$ cat config.mk
export PLATFORM = sky130hd
export DESIGN_NAME = ros2_ether_shell
export DESIGN_NICKNAME = d
export VERILOG_FILES = /design/src/verilog/ros2_ether_pkg.sv /design/src/verilog/ros2_ether_shell.sv /design/src/verilog/buffer_owner.sv /design/src/verilog/app_data_arbiter.sv /design/src/verilog/byte_queue.sv
export SDC_FILE = /design/constraint.sdc
export NUM_CORES = 1
export LEC_CHECK = 0
export BUFFER_PORTS_ARGS = -buffer_cell sky130_fd_sc_hd__clkbuf_2
export CAP_MARGIN = 20
export CORE_MARGIN = 1.5
export CORE_UTILIZATION = 51
export DETAILED_ROUTE_END_ITERATION = 8
export GPL_ROUTABILITY_DRIVEN = 1
export PLACE_DENSITY = 0.68
export SLEW_MARGIN = 20
export SYNTH_ARGS = -nofsm -noshare
export SYNTH_HDL_FRONTEND = slang
export SYNTH_SLANG_ARGS = --single-unit
export TNS_END_PERCENT = 10
$ cat constraint.sdc
create_clock -name clk -period 3.7 [get_ports clk]
set_input_delay 0.37 -clock clk [delete_from_list [all_inputs] [get_ports clk]]
set_output_delay 0.37 -clock clk [all_outputs]
set_load 0.01 [all_outputs]
$ cat src/verilog/ros2_ether_pkg.sv
package ros2_ether_pkg;

  // **********************************************************************
  // Byte queues
  // **********************************************************************

  localparam int BYTE_W         = 8;   // width of one queue entry.
  localparam int TX_QUEUE_DEPTH = 16;  // engine to network.
  localparam int RX_QUEUE_DEPTH = 16;  // network to engine.

  // **********************************************************************
  // Ownership of the shared regions
  // **********************************************************************

  // the application data region has a free state between two owners.
  typedef enum logic [1:0] {
    APP_GRANT_NONE   = 2'b00,
    APP_GRANT_ENGINE = 2'b01,
    APP_GRANT_CPU    = 2'b10
  } app_grant_e;

  // a UDP buffer always belongs to exactly one side.
  typedef enum logic {
    OWNER_ENGINE = 1'b0,
    OWNER_CPU    = 1'b1
  } buf_owner_e;

endpackage
$ cat src/verilog/ros2_ether_shell.sv
`timescale 1ns/10ps

module ros2_ether_shell (
  input  logic                               clk,
  input  logic                               rst_n,
  input  logic                               i_ether_en,

  input  logic                               i_app_engine_req,
  input  logic                               i_app_engine_rel,
  input  logic                               i_app_cpu_req,
  input  logic                               i_app_cpu_rel,
  output logic                               o_app_engine_grant,
  output logic                               o_app_cpu_grant,

  input  logic                               i_rxbuf_engine_rel,
  input  logic                               i_rxbuf_cpu_rel,
  output logic                               o_rxbuf_engine_grant,
  output logic                               o_rxbuf_cpu_grant,

  input  logic                               i_txbuf_engine_rel,
  input  logic                               i_txbuf_cpu_rel,
  output logic                               o_txbuf_engine_grant,
  output logic                               o_txbuf_cpu_grant,

  input  logic                               i_tx_wr_en,
  input  logic [ros2_ether_pkg::BYTE_W-1:0]  i_tx_din,
  output logic                               o_tx_full,
  input  logic                               i_tx_rd_en,
  output logic [ros2_ether_pkg::BYTE_W-1:0]  o_tx_dout,
  output logic                               o_tx_empty,

  input  logic                               i_rx_wr_en,
  input  logic [ros2_ether_pkg::BYTE_W-1:0]  i_rx_din,
  output logic                               o_rx_full,
  input  logic                               i_rx_rd_en,
  output logic [ros2_ether_pkg::BYTE_W-1:0]  o_rx_dout,
  output logic                               o_rx_empty
);

  import ros2_ether_pkg::*;

  logic app_engine_grant;
  logic app_cpu_grant;
  logic rxbuf_engine_grant;
  logic rxbuf_cpu_grant;
  logic txbuf_engine_grant;
  logic txbuf_cpu_grant;

  // **********************************************************************
  // Byte queues
  // **********************************************************************

  byte_queue #(
    .DEPTH (TX_QUEUE_DEPTH)
  ) u_tx_queue (
    .clk     (clk),
    .rst_n   (rst_n),
    .i_wr_en (i_tx_wr_en),
    .i_din   (i_tx_din),
    .o_full  (o_tx_full),
    .i_rd_en (i_tx_rd_en),
    .o_dout  (o_tx_dout),
    .o_empty (o_tx_empty)
  );

  byte_queue #(
    .DEPTH (RX_QUEUE_DEPTH)
  ) u_rx_queue (
    .clk     (clk),
    .rst_n   (rst_n),
    .i_wr_en (i_rx_wr_en),
    .i_din   (i_rx_din),
    .o_full  (o_rx_full),
    .i_rd_en (i_rx_rd_en),
    .o_dout  (o_rx_dout),
    .o_empty (o_rx_empty)
  );

  // **********************************************************************
  // Shared region ownership
  // **********************************************************************

  app_data_arbiter u_app_arb (
    .clk            (clk),
    .rst_n          (rst_n),
    .i_engine_req   (i_app_engine_req),
    .i_engine_rel   (i_app_engine_rel),
    .i_cpu_req      (i_app_cpu_req),
    .i_cpu_rel      (i_app_cpu_rel),
    .o_engine_grant (app_engine_grant),
    .o_cpu_grant    (app_cpu_grant)
  );

  buffer_owner #(
    .RESET_OWNER (OWNER_ENGINE)   // the engine is first to fill the rx buffer.
  ) u_rxbuf_owner (
    .clk            (clk),
    .rst_n          (rst_n),
    .i_engine_rel   (i_rxbuf_engine_rel),
    .i_cpu_rel      (i_rxbuf_cpu_rel),
    .o_engine_grant (rxbuf_engine_grant),
    .o_cpu_grant    (rxbuf_cpu_grant)
  );

  buffer_owner #(
    .RESET_OWNER (OWNER_CPU)      // the CPU is first to fill the tx buffer.
  ) u_txbuf_owner (
    .clk            (clk),
    .rst_n          (rst_n),
    .i_engine_rel   (i_txbuf_engine_rel),
    .i_cpu_rel      (i_txbuf_cpu_rel),
    .o_engine_grant (txbuf_engine_grant),
    .o_cpu_grant    (txbuf_cpu_grant)
  );

  // grants are masked while Ethernet is off, the owner state itself is kept.
  assign o_app_engine_grant   = i_ether_en & app_engine_grant;
  assign o_app_cpu_grant      = i_ether_en & app_cpu_grant;
  assign o_rxbuf_engine_grant = i_ether_en & rxbuf_engine_grant;
  assign o_rxbuf_cpu_grant    = i_ether_en & rxbuf_cpu_grant;
  assign o_txbuf_engine_grant = i_ether_en & txbuf_engine_grant;
  assign o_txbuf_cpu_grant    = i_ether_en & txbuf_cpu_grant;

endmodule

$ cat src/verilog/buffer_owner.sv
`timescale 1ns/10ps

module buffer_owner #(
  parameter ros2_ether_pkg::buf_owner_e RESET_OWNER = ros2_ether_pkg::OWNER_ENGINE
) (
  input  logic clk,
  input  logic rst_n,
  input  logic i_engine_rel,
  input  logic i_cpu_rel,
  output logic o_engine_grant,
  output logic o_cpu_grant
);

  import ros2_ether_pkg::*;

  buf_owner_e owner;

  // the buffer changes hands only when its current owner lets go of it.
  always_ff @(posedge clk or negedge rst_n) begin
    if (!rst_n) begin
      owner <= RESET_OWNER;
    end else begin
      case (owner)
        OWNER_ENGINE: begin
          if (i_engine_rel) begin
            owner <= OWNER_CPU;
          end
        end
        OWNER_CPU: begin
          if (i_cpu_rel) begin
            owner <= OWNER_ENGINE;
          end
        end
      endcase
    end
  end

  // exactly one side holds the buffer at any time.
  assign o_engine_grant = (owner == OWNER_ENGINE);
  assign o_cpu_grant    = (owner == OWNER_CPU);

endmodule

$ cat src/verilog/app_data_arbiter.sv
`timescale 1ns/10ps

module app_data_arbiter (
  input  logic clk,
  input  logic rst_n,
  input  logic i_engine_req,
  input  logic i_engine_rel,
  input  logic i_cpu_req,
  input  logic i_cpu_rel,
  output logic o_engine_grant,
  output logic o_cpu_grant
);

  import ros2_ether_pkg::*;

  app_grant_e state;

  // **********************************************************************
  // Grant FSM
  // **********************************************************************

  // a holder keeps the region until it releases it, the other side waits.
  always_ff @(posedge clk or negedge rst_n) begin
    if (!rst_n) begin
      state <= APP_GRANT_NONE;
    end else begin
      case (state)
        APP_GRANT_NONE: begin
          if (i_engine_req) begin
            state <= APP_GRANT_ENGINE;   // engine wins a tie.
          end else if (i_cpu_req) begin
            state <= APP_GRANT_CPU;
          end
        end
        APP_GRANT_ENGINE: begin
          if (i_engine_rel) begin
            state <= APP_GRANT_NONE;
          end
        end
        APP_GRANT_CPU: begin
          if (i_cpu_rel) begin
            state <= APP_GRANT_NONE;
          end
        end
        default: begin
          state <= APP_GRANT_NONE;   // the unused encoding falls back to free.
        end
      endcase
    end
  end

  assign o_engine_grant = (state == APP_GRANT_ENGINE);
  assign o_cpu_grant    = (state == APP_GRANT_CPU);

endmodule

$ cat src/verilog/byte_queue.sv
`timescale 1ns/10ps

module byte_queue #(
  parameter int DEPTH = 16
) (
  input  logic                               clk,
  input  logic                               rst_n,
  input  logic                               i_wr_en,
  input  logic [ros2_ether_pkg::BYTE_W-1:0]  i_din,
  output logic                               o_full,
  input  logic                               i_rd_en,
  output logic [ros2_ether_pkg::BYTE_W-1:0]  o_dout,
  output logic                               o_empty
);

  import ros2_ether_pkg::*;

  localparam int AW = $clog2(DEPTH);
  localparam logic [AW:0] FULL_CNT = DEPTH[AW:0];

  logic [BYTE_W-1:0] mem [DEPTH];
  logic [AW-1:0]     wr_ptr;
  logic [AW-1:0]     rd_ptr;
  logic [AW:0]       count;   // one bit wider than the pointers to hold DEPTH.
  logic              wr_ok;
  logic              rd_ok;

  assign wr_ok = i_wr_en & ~o_full;   // a write into a full queue is lost.
  assign rd_ok = i_rd_en & ~o_empty;

  // storage array, written at the tail.
  always_ff @(posedge clk) begin
    if (wr_ok) begin
      mem[wr_ptr] <= i_din;
    end
  end

  always_ff @(posedge clk or negedge rst_n) begin
    if (!rst_n) begin
      wr_ptr <= '0;
      rd_ptr <= '0;
      count  <= '0;
    end else begin
      if (wr_ok) begin
        wr_ptr <= wr_ptr + 1'b1;   // wraps, DEPTH is a power of two.
      end
      if (rd_ok) begin
        rd_ptr <= rd_ptr + 1'b1;
      end
      case ({wr_ok, rd_ok})
        2'b10:   count <= count + 1'b1;
        2'b01:   count <= count - 1'b1;
        default: count <= count;   // idle, or a push and a pop together.
      endcase
    end
  end

  // show-ahead output, the head entry is always on o_dout.
  assign o_dout  = mem[rd_ptr];
  assign o_full  = (count == FULL_CNT);
  assign o_empty = (count == '0);

endmodule

Word-level counts from Yosys, hierarchy flattened --
Memories as Yosys holds them, arrays and structs flattened. Index checks and enable logic that the tools add are counted.
Storage, ports and cells: register bits after elaboration 30, latch bits 0, memory bits (writable) 256, bits in read-only memories 0, bits of input ports 31, output and inout bits 26, word-level logic and storage cells 69, memories 2
Memory list:
- u_rx_queue.mem | depth 16, bits a word 8, rd ports 1, clocked after memory_dff 0, write ports 1, RTL line byte_queue.sv:21 | logic [BYTE_W-1:0] mem [DEPTH];
- u_tx_queue.mem | depth 16, bits a word 8, rd ports 1, clocked after memory_dff 0, write ports 1, RTL line byte_queue.sv:21
Cells by class: add/subtract/negate cells 8, multiply operators 0, divide/modulo/power cells 0, magnitude comparators 0, equal/unequal tests 11, shifts and indexed selects 0, muxes and demuxes 17, bitwise logic cells 16, reductions and logical operators 6
Operators with widths (count):
- $pmux W5 S2 | 2
- $add A4 B1 Y4 const B | 4
- $add A5 B1 Y5 const B | 2
- $and A1 B1 Y1 | 10
- $eq A5 B5 Y1 const B | 2
- $logic_not A5 Y1 | 2
- $sub A5 B1 Y5 const B | 2
- $mux W1 | 8
- $mux W2 | 4
- $eq A2 B1 Y1 const B | 3
- $eq A2 B2 Y1 const B | 3
- $not A1 Y1 | 6
- $pmux W2 S3 | 1
- $ne A2 B2 Y1 const B | 2
- $pmux W1 S2 | 2
- $reduce_bool A2 Y1 | 2
- $ne A3 B3 Y1 const B | 1
- $reduce_and A3 Y1 | 1
- $logic_not A2 Y1 | 1

Depth between registers and ports, before layout --
word-level depth 5, gate-level depth with buffers 9, mapped depth without buffers 9

Cells and area by module --
A second synthesis with hierarchy kept.
Second synthesis, totals: cells, all modules 688, area, all modules 11788.8 um^2
By module, submodules not included:
- byte_queue | times used 2, cells an instance 332, area an instance 5779.3 um^2, sequential area each 4169.0 um^2
- app_data_arbiter | times used 1, cells an instance 10, area an instance 103.8 um^2, sequential area each 50.0 um^2
- buffer_owner at u_txbuf_owner | times used 1, cells an instance 4, area an instance 45.0 um^2, sequential area each 26.3 um^2
- buffer_owner at u_rxbuf_owner | times used 1, cells an instance 4, area an instance 43.8 um^2, sequential area each 25.0 um^2
- ros2_ether_shell | times used 1, cells an instance 6, area an instance 37.5 um^2, sequential area each 0.0 um^2

Least setup slack after synthesis --
OpenSTA, ideal clock, no wires.
kind register to register, from reg u_rx_queue.count[1], to reg u_rx_queue.count[4], setup time 0.080 ns, data arrival time 2.531 ns, required time 3.620 ns, setup slack 1.089 ns, cell stages (with the launch flop) 9, path buffers 0, clock period less this slack 2.611 ns, path through dfrtp_1 or4_4 o21a_4 ha_1 fa_1 a21o_1 a21oi_1 mux2i_1 xnor2_1
On the way: word-level cells in the longest chain between the ends 5, elaborated cells between the ends (all ways) 12, those cells by class 2 x add/sub; 3 x eq/ne; 1 x mux; 4 x bitwise; 2 x reduce/logical
RTL lines:
- start, declared | RTL line byte_queue.sv:24 | logic [AW:0] count;
- start signal, assigned | RTL line byte_queue.sv:51 | 2'b10: count <= count + 1'b1;
- start signal, assigned | RTL line byte_queue.sv:52 | 2'b01: count <= count - 1'b1;
- start signal, assigned | RTL line byte_queue.sv:53 | default: count <= count;
- $logic_not A5 Y1 * | RTL line byte_queue.sv:61 | assign o_empty = (count == '0);
- $not A1 Y1 * | RTL line byte_queue.sv:29 | assign rd_ok = i_rd_en & ~o_empty;
- $and A1 B1 Y1 * | RTL line byte_queue.sv:29
- net u_rx_queue.rd_ok | RTL line byte_queue.sv:26 | logic rd_ok;
- $eq A2 B1 Y1 or $eq A2 B2 Y1 (tied branches) | RTL line byte_queue.sv:50 | case ({wr_ok, rd_ok})
- $pmux W5 S2 or $reduce_bool A2 Y1 (tied branches)
The timed path passes the listed nets; every way through them passes the cells marked *. A chain may end at the register's enable or synchronous reset.

Worst setup path in the final report --
from reg u_tx_queue.rd_ptr[1], to out o_tx_dout[4] in the netlist's numbering
On the way: word-level cells in the longest chain between the ends 1
RTL lines:
- start, declared | RTL line byte_queue.sv:23 | logic [AW-1:0] rd_ptr;
- start signal, assigned | RTL line byte_queue.sv:48 | rd_ptr <= rd_ptr + 1'b1;
- $mem_v2 Z16 W8
- end, declared | RTL line ros2_ether_shell.sv:29 | output logic [ros2_ether_pkg::BYTE_W-1:0] o_tx_dout,
Every way passes these cells.

==> flow_summary.json <==
{
  "syn_nets": 710,
  "yosysWarnings": 0,
  "cts.sinks": 286,
  "cts_max_level": 1,
  "synth_xor_area_frac": 0.0150,
  "wl_microns": 22600,
  "hold_path.class": "in -> reg",
  "vias": 6054,
  "synth_top_family_by_area": "multiplexers",
  "swShare": 0.327,
  "path_clk_slew_ns": 0.06,
  "seq_area_frac_synth": 0.721,
  "critPathRequiredTime_ns": 3.33,
  "final_nets": 779,
  "grt_use_total": 0.197,
  "start_util": 0.518,
  "place.gp.congestion": 0.798,
  "fp-row-count": 55,
  "rrSetupSlack_ns": 0.87,
  "drcViolationCount": 0,
  "die_width_microns": 154,
  "antenna_found_initial": 0,
  "p_per_area_nw_per_um2": 790,
  "finalPower_uw": 10400,
  "synth_cell_types": 39,
  "period_share": 0.872,
  "synth-adder-area-share": 0.0227,
  "grt_pass1_vias": 6302,
  "drive_above_1_share": 0.221,
  "p_int_uw": 7030,
  "core-area_sq_um": 22600,
  "wl_per_cell_microns": 21.8,
  "synth-compound-area-share": 0.0553,
  "grt-ovfl-total": 0,
  "avgViaCountPerCell": 5.85,
  "yosysTopAreaCell": "edfxtp_1",
  "synthesis.area_sq_um": 11700,
  "ios": 57,
  "netlist_instances": 659,
  "avgSynthCellArea_sq_um": 17.8,
  "timing.setup.tns_ns": 0,
  "clk_latency_ns": 0.54,
  "root_buffer": "clkbuf_16",
  "rsz0062_at_grt": "no",
  "worstMarginPinSlew_ns": 0.850,
  "grt_max_degree": 43,
  "grt_pass1_wl_microns": 35800,
  "leakagePower_uw": 0.00472,
  "synth-simple-area-share": 0.0397,
  "synth_top_cell_area_share": 0.657,
  "period_needed_ns": 3.23,
  "clock.fmax_mhz": 310,
  "dieArea_sq_um": 23900,
  "p_seq_frac": 0.423,
  "muxShareOfSynthArea": 0.124,
  "p_comb_frac": 0.303,
  "clockBufferDepth": 3,
  "hold_viol": 0,
  "cp-start-kind": "flop",
  "arrival_ns": 2.86,
  "ir_drop_mv": 0.541,
  "syn_to_final_growth_pct": 13.0,
  "slew_viol_final": 0,
  "status": "finished, final reports clean",
  "die_y_microns": 154,
  "drt_iter0_markers": 478,
  "cts_tree": "done",
  "switching_power_uw": 3420,
  "dp_hpwl_microns": 14700,
  "crit_path_end_kind": "primary output",
  "cts_buffers": 28,
  "ys_seq_elements": 286,
  "pwr-share-clk": 0.274,
  "num_antenna_cells": 0,
  "critPathMaxFanout": 16,
  "crit_type": "reg -> out",
  "antenna_left": 0,
  "skew_ns": 0.0246,
  "min_path_cells": 2,
  "relSlewSlack": 0.431,
  "drtPass1Iterations": 5,
  "setup_viol": 0,
  "maxCapViolations": 0,
  "r2r_cells": 8,
  "yosys-top-cells-area": "edfxtp_1, dfrtp_1, mux4_2",
  "io_buffer_count": 56
}
-- timing repair --
action | 4_1_cts | 5_1_grt
hold buffers | 2 | 0
endpoints found under the hold margin | 30 | 0
setup buffers | 0 | 0
gates resized for setup | 0 | 0
-- cells in the mapped netlist --
cell type and instances:
and3b_1 1, nand3_1 2, o21ai_1 1, ha_1 18, nor2_1 32, nand4_1 2, nor3_1 8, o21a_4 2
fa_1 2, buf_4 8, a221oi_1 29, mux2_4 2, mux2_2 2, inv_1 10, dfrtp_1 29, xor2_1 4
a21oi_1 5, mux4_2 32, a21o_2 2, nor2b_1 7, a22oi_1 16, a211oi_1 1, clkbuf_1 10, a21boi_2 2
or4_4 2, buf_6 7, dfstp_2 1, and2_1 6, a21o_1 2, nand2b_1 4, xnor2_1 16, nor4_1 2
buf_1 2, edfxtp_1 256, nand2_1 35, a221oi_2 3, mux2i_1 68, buf_2 7, o21ai_0 21
-- layer usage --
metal / vias to the layer above / GRT usage / part of all wire
li1: 2749 / - / -
met1: 3103 / 0.285 / 0.45
met2: 167 / 0.316 / 0.47
met3: 35 / 0.0336 / 0.057
met4: 0 / 0.0490 / 0.019
met5: - / 0 / 0
-- critical path: stages, from the launching register on --
cell and delay, ns:
dfrtp_1 0.63, buf_4 0.29, nor2b_1 0.08, buf_4 0.20, a221oi_1 0.65, o21ai_0 0.19, nand2_1 0.12, clkbuf_2 0.14
-- logic make-up after synthesis --
group / count (synthesis)
xor gates and xnor gates: 20
and+or+nand+nor: 101
adders and majority gates: 20
DFF: 286
buffers and inverters: 44
muxes: 104
AOI/OAI and AO/OA: 84
-- power groups by stage --
stage | clock network (uW) | logic [uW] | registers, uW
4_1_cts | 2900 | 3170 | 4410
3_3_place_gp | 0 | 3070 | 4430
5_1_grt | 3040 | 3450 | 4470
6_report | 2860 | 3170 | 4420
2_1_floorplan | 0 | 2490 | 4180
3_5_place_dp | 0 | 3150 | 4480
-- final cells by class --
| class | instances | area (sq um) |
|---|---|---|
| clock buffer | 30 | 708 |
| clock inverter | 22 | 230 |
| fill | 1632 | 9350 |
| inverter | 10 | 37.5 |
| multi-input combinational | 329 | 3010 |
| sequential | 286 | 8440 |
| tap | 285 | 357 |
| timing repair buffer | 73 | 438 |
-- worst paths after layout --
check                                      from                    to
max in group asynchronous                 rst_n  u_rx_queue.rd_ptr[0]
max reg2reg                 u_rx_queue.count[0]   u_rx_queue.count[4]
min                            i_app_engine_rel    u_app_arb.state[0]
min in group asynchronous                 rst_n  u_tx_queue.rd_ptr[2]
min reg2reg                  u_app_arb.state[1]    u_app_arb.state[0]
max                        u_tx_queue.rd_ptr[1]          o_tx_dout[4]
-- state kept, by name, indices dropped and copies added, names as in the netlist --
name and cells:
u_rx_queue.count 5, u_tx_queue.wr_ptr 4, u_rx_queue.wr_ptr 4, u_rxbuf_owner.o_cpu_grant 1
u_txbuf_owner.o_cpu_grant 1, u_tx_queue.count 5, u_rx_queue.rd_ptr 4, u_app_arb.state 2
u_tx_queue.mem 128, u_rx_queue.mem 128, u_tx_queue.rd_ptr 4
-- metrics by stage --
stage,util,area [sq um],instances,hold WS (ns),setup slack [ns]
final,0.586,13200,1035,0.0154,0.475
after global routing,0.586,13200,1035,0.0205,0.324
after CTS,0.586,13200,1035,0.00266,0.474
after detailed placement,0.543,12300,981,0.492,0.889
after global placement,0.543,12300,981,0.472,1.01
after floorplan,-,11700,659,0.0744,1.09
-- cell usage in the layout (no fill, tap or decap), types with 3 or more instances in the layout --
cell and count:
xor2_1 4, a221oi_1 29, clkbuf_16 28, a21oi_1 5, clkinv_1 5, nand2b_1 4, mux4_2 32, clkinv_2 7
clkinvlp_4 3, clkbuf_2 56, ha_1 18, mux2i_1 68, a22oi_1 16, nor3_1 8, edfxtp_1 256, nor2_1 32
inv_1 10, xnor2_1 16, and2_1 6, o21ai_0 21, bufinv_16 4, nand2_1 35, dfrtp_1 27, a221oi_2 3
nor2b_1 7, buf_4 13
(Power assumes the default switching activity.)
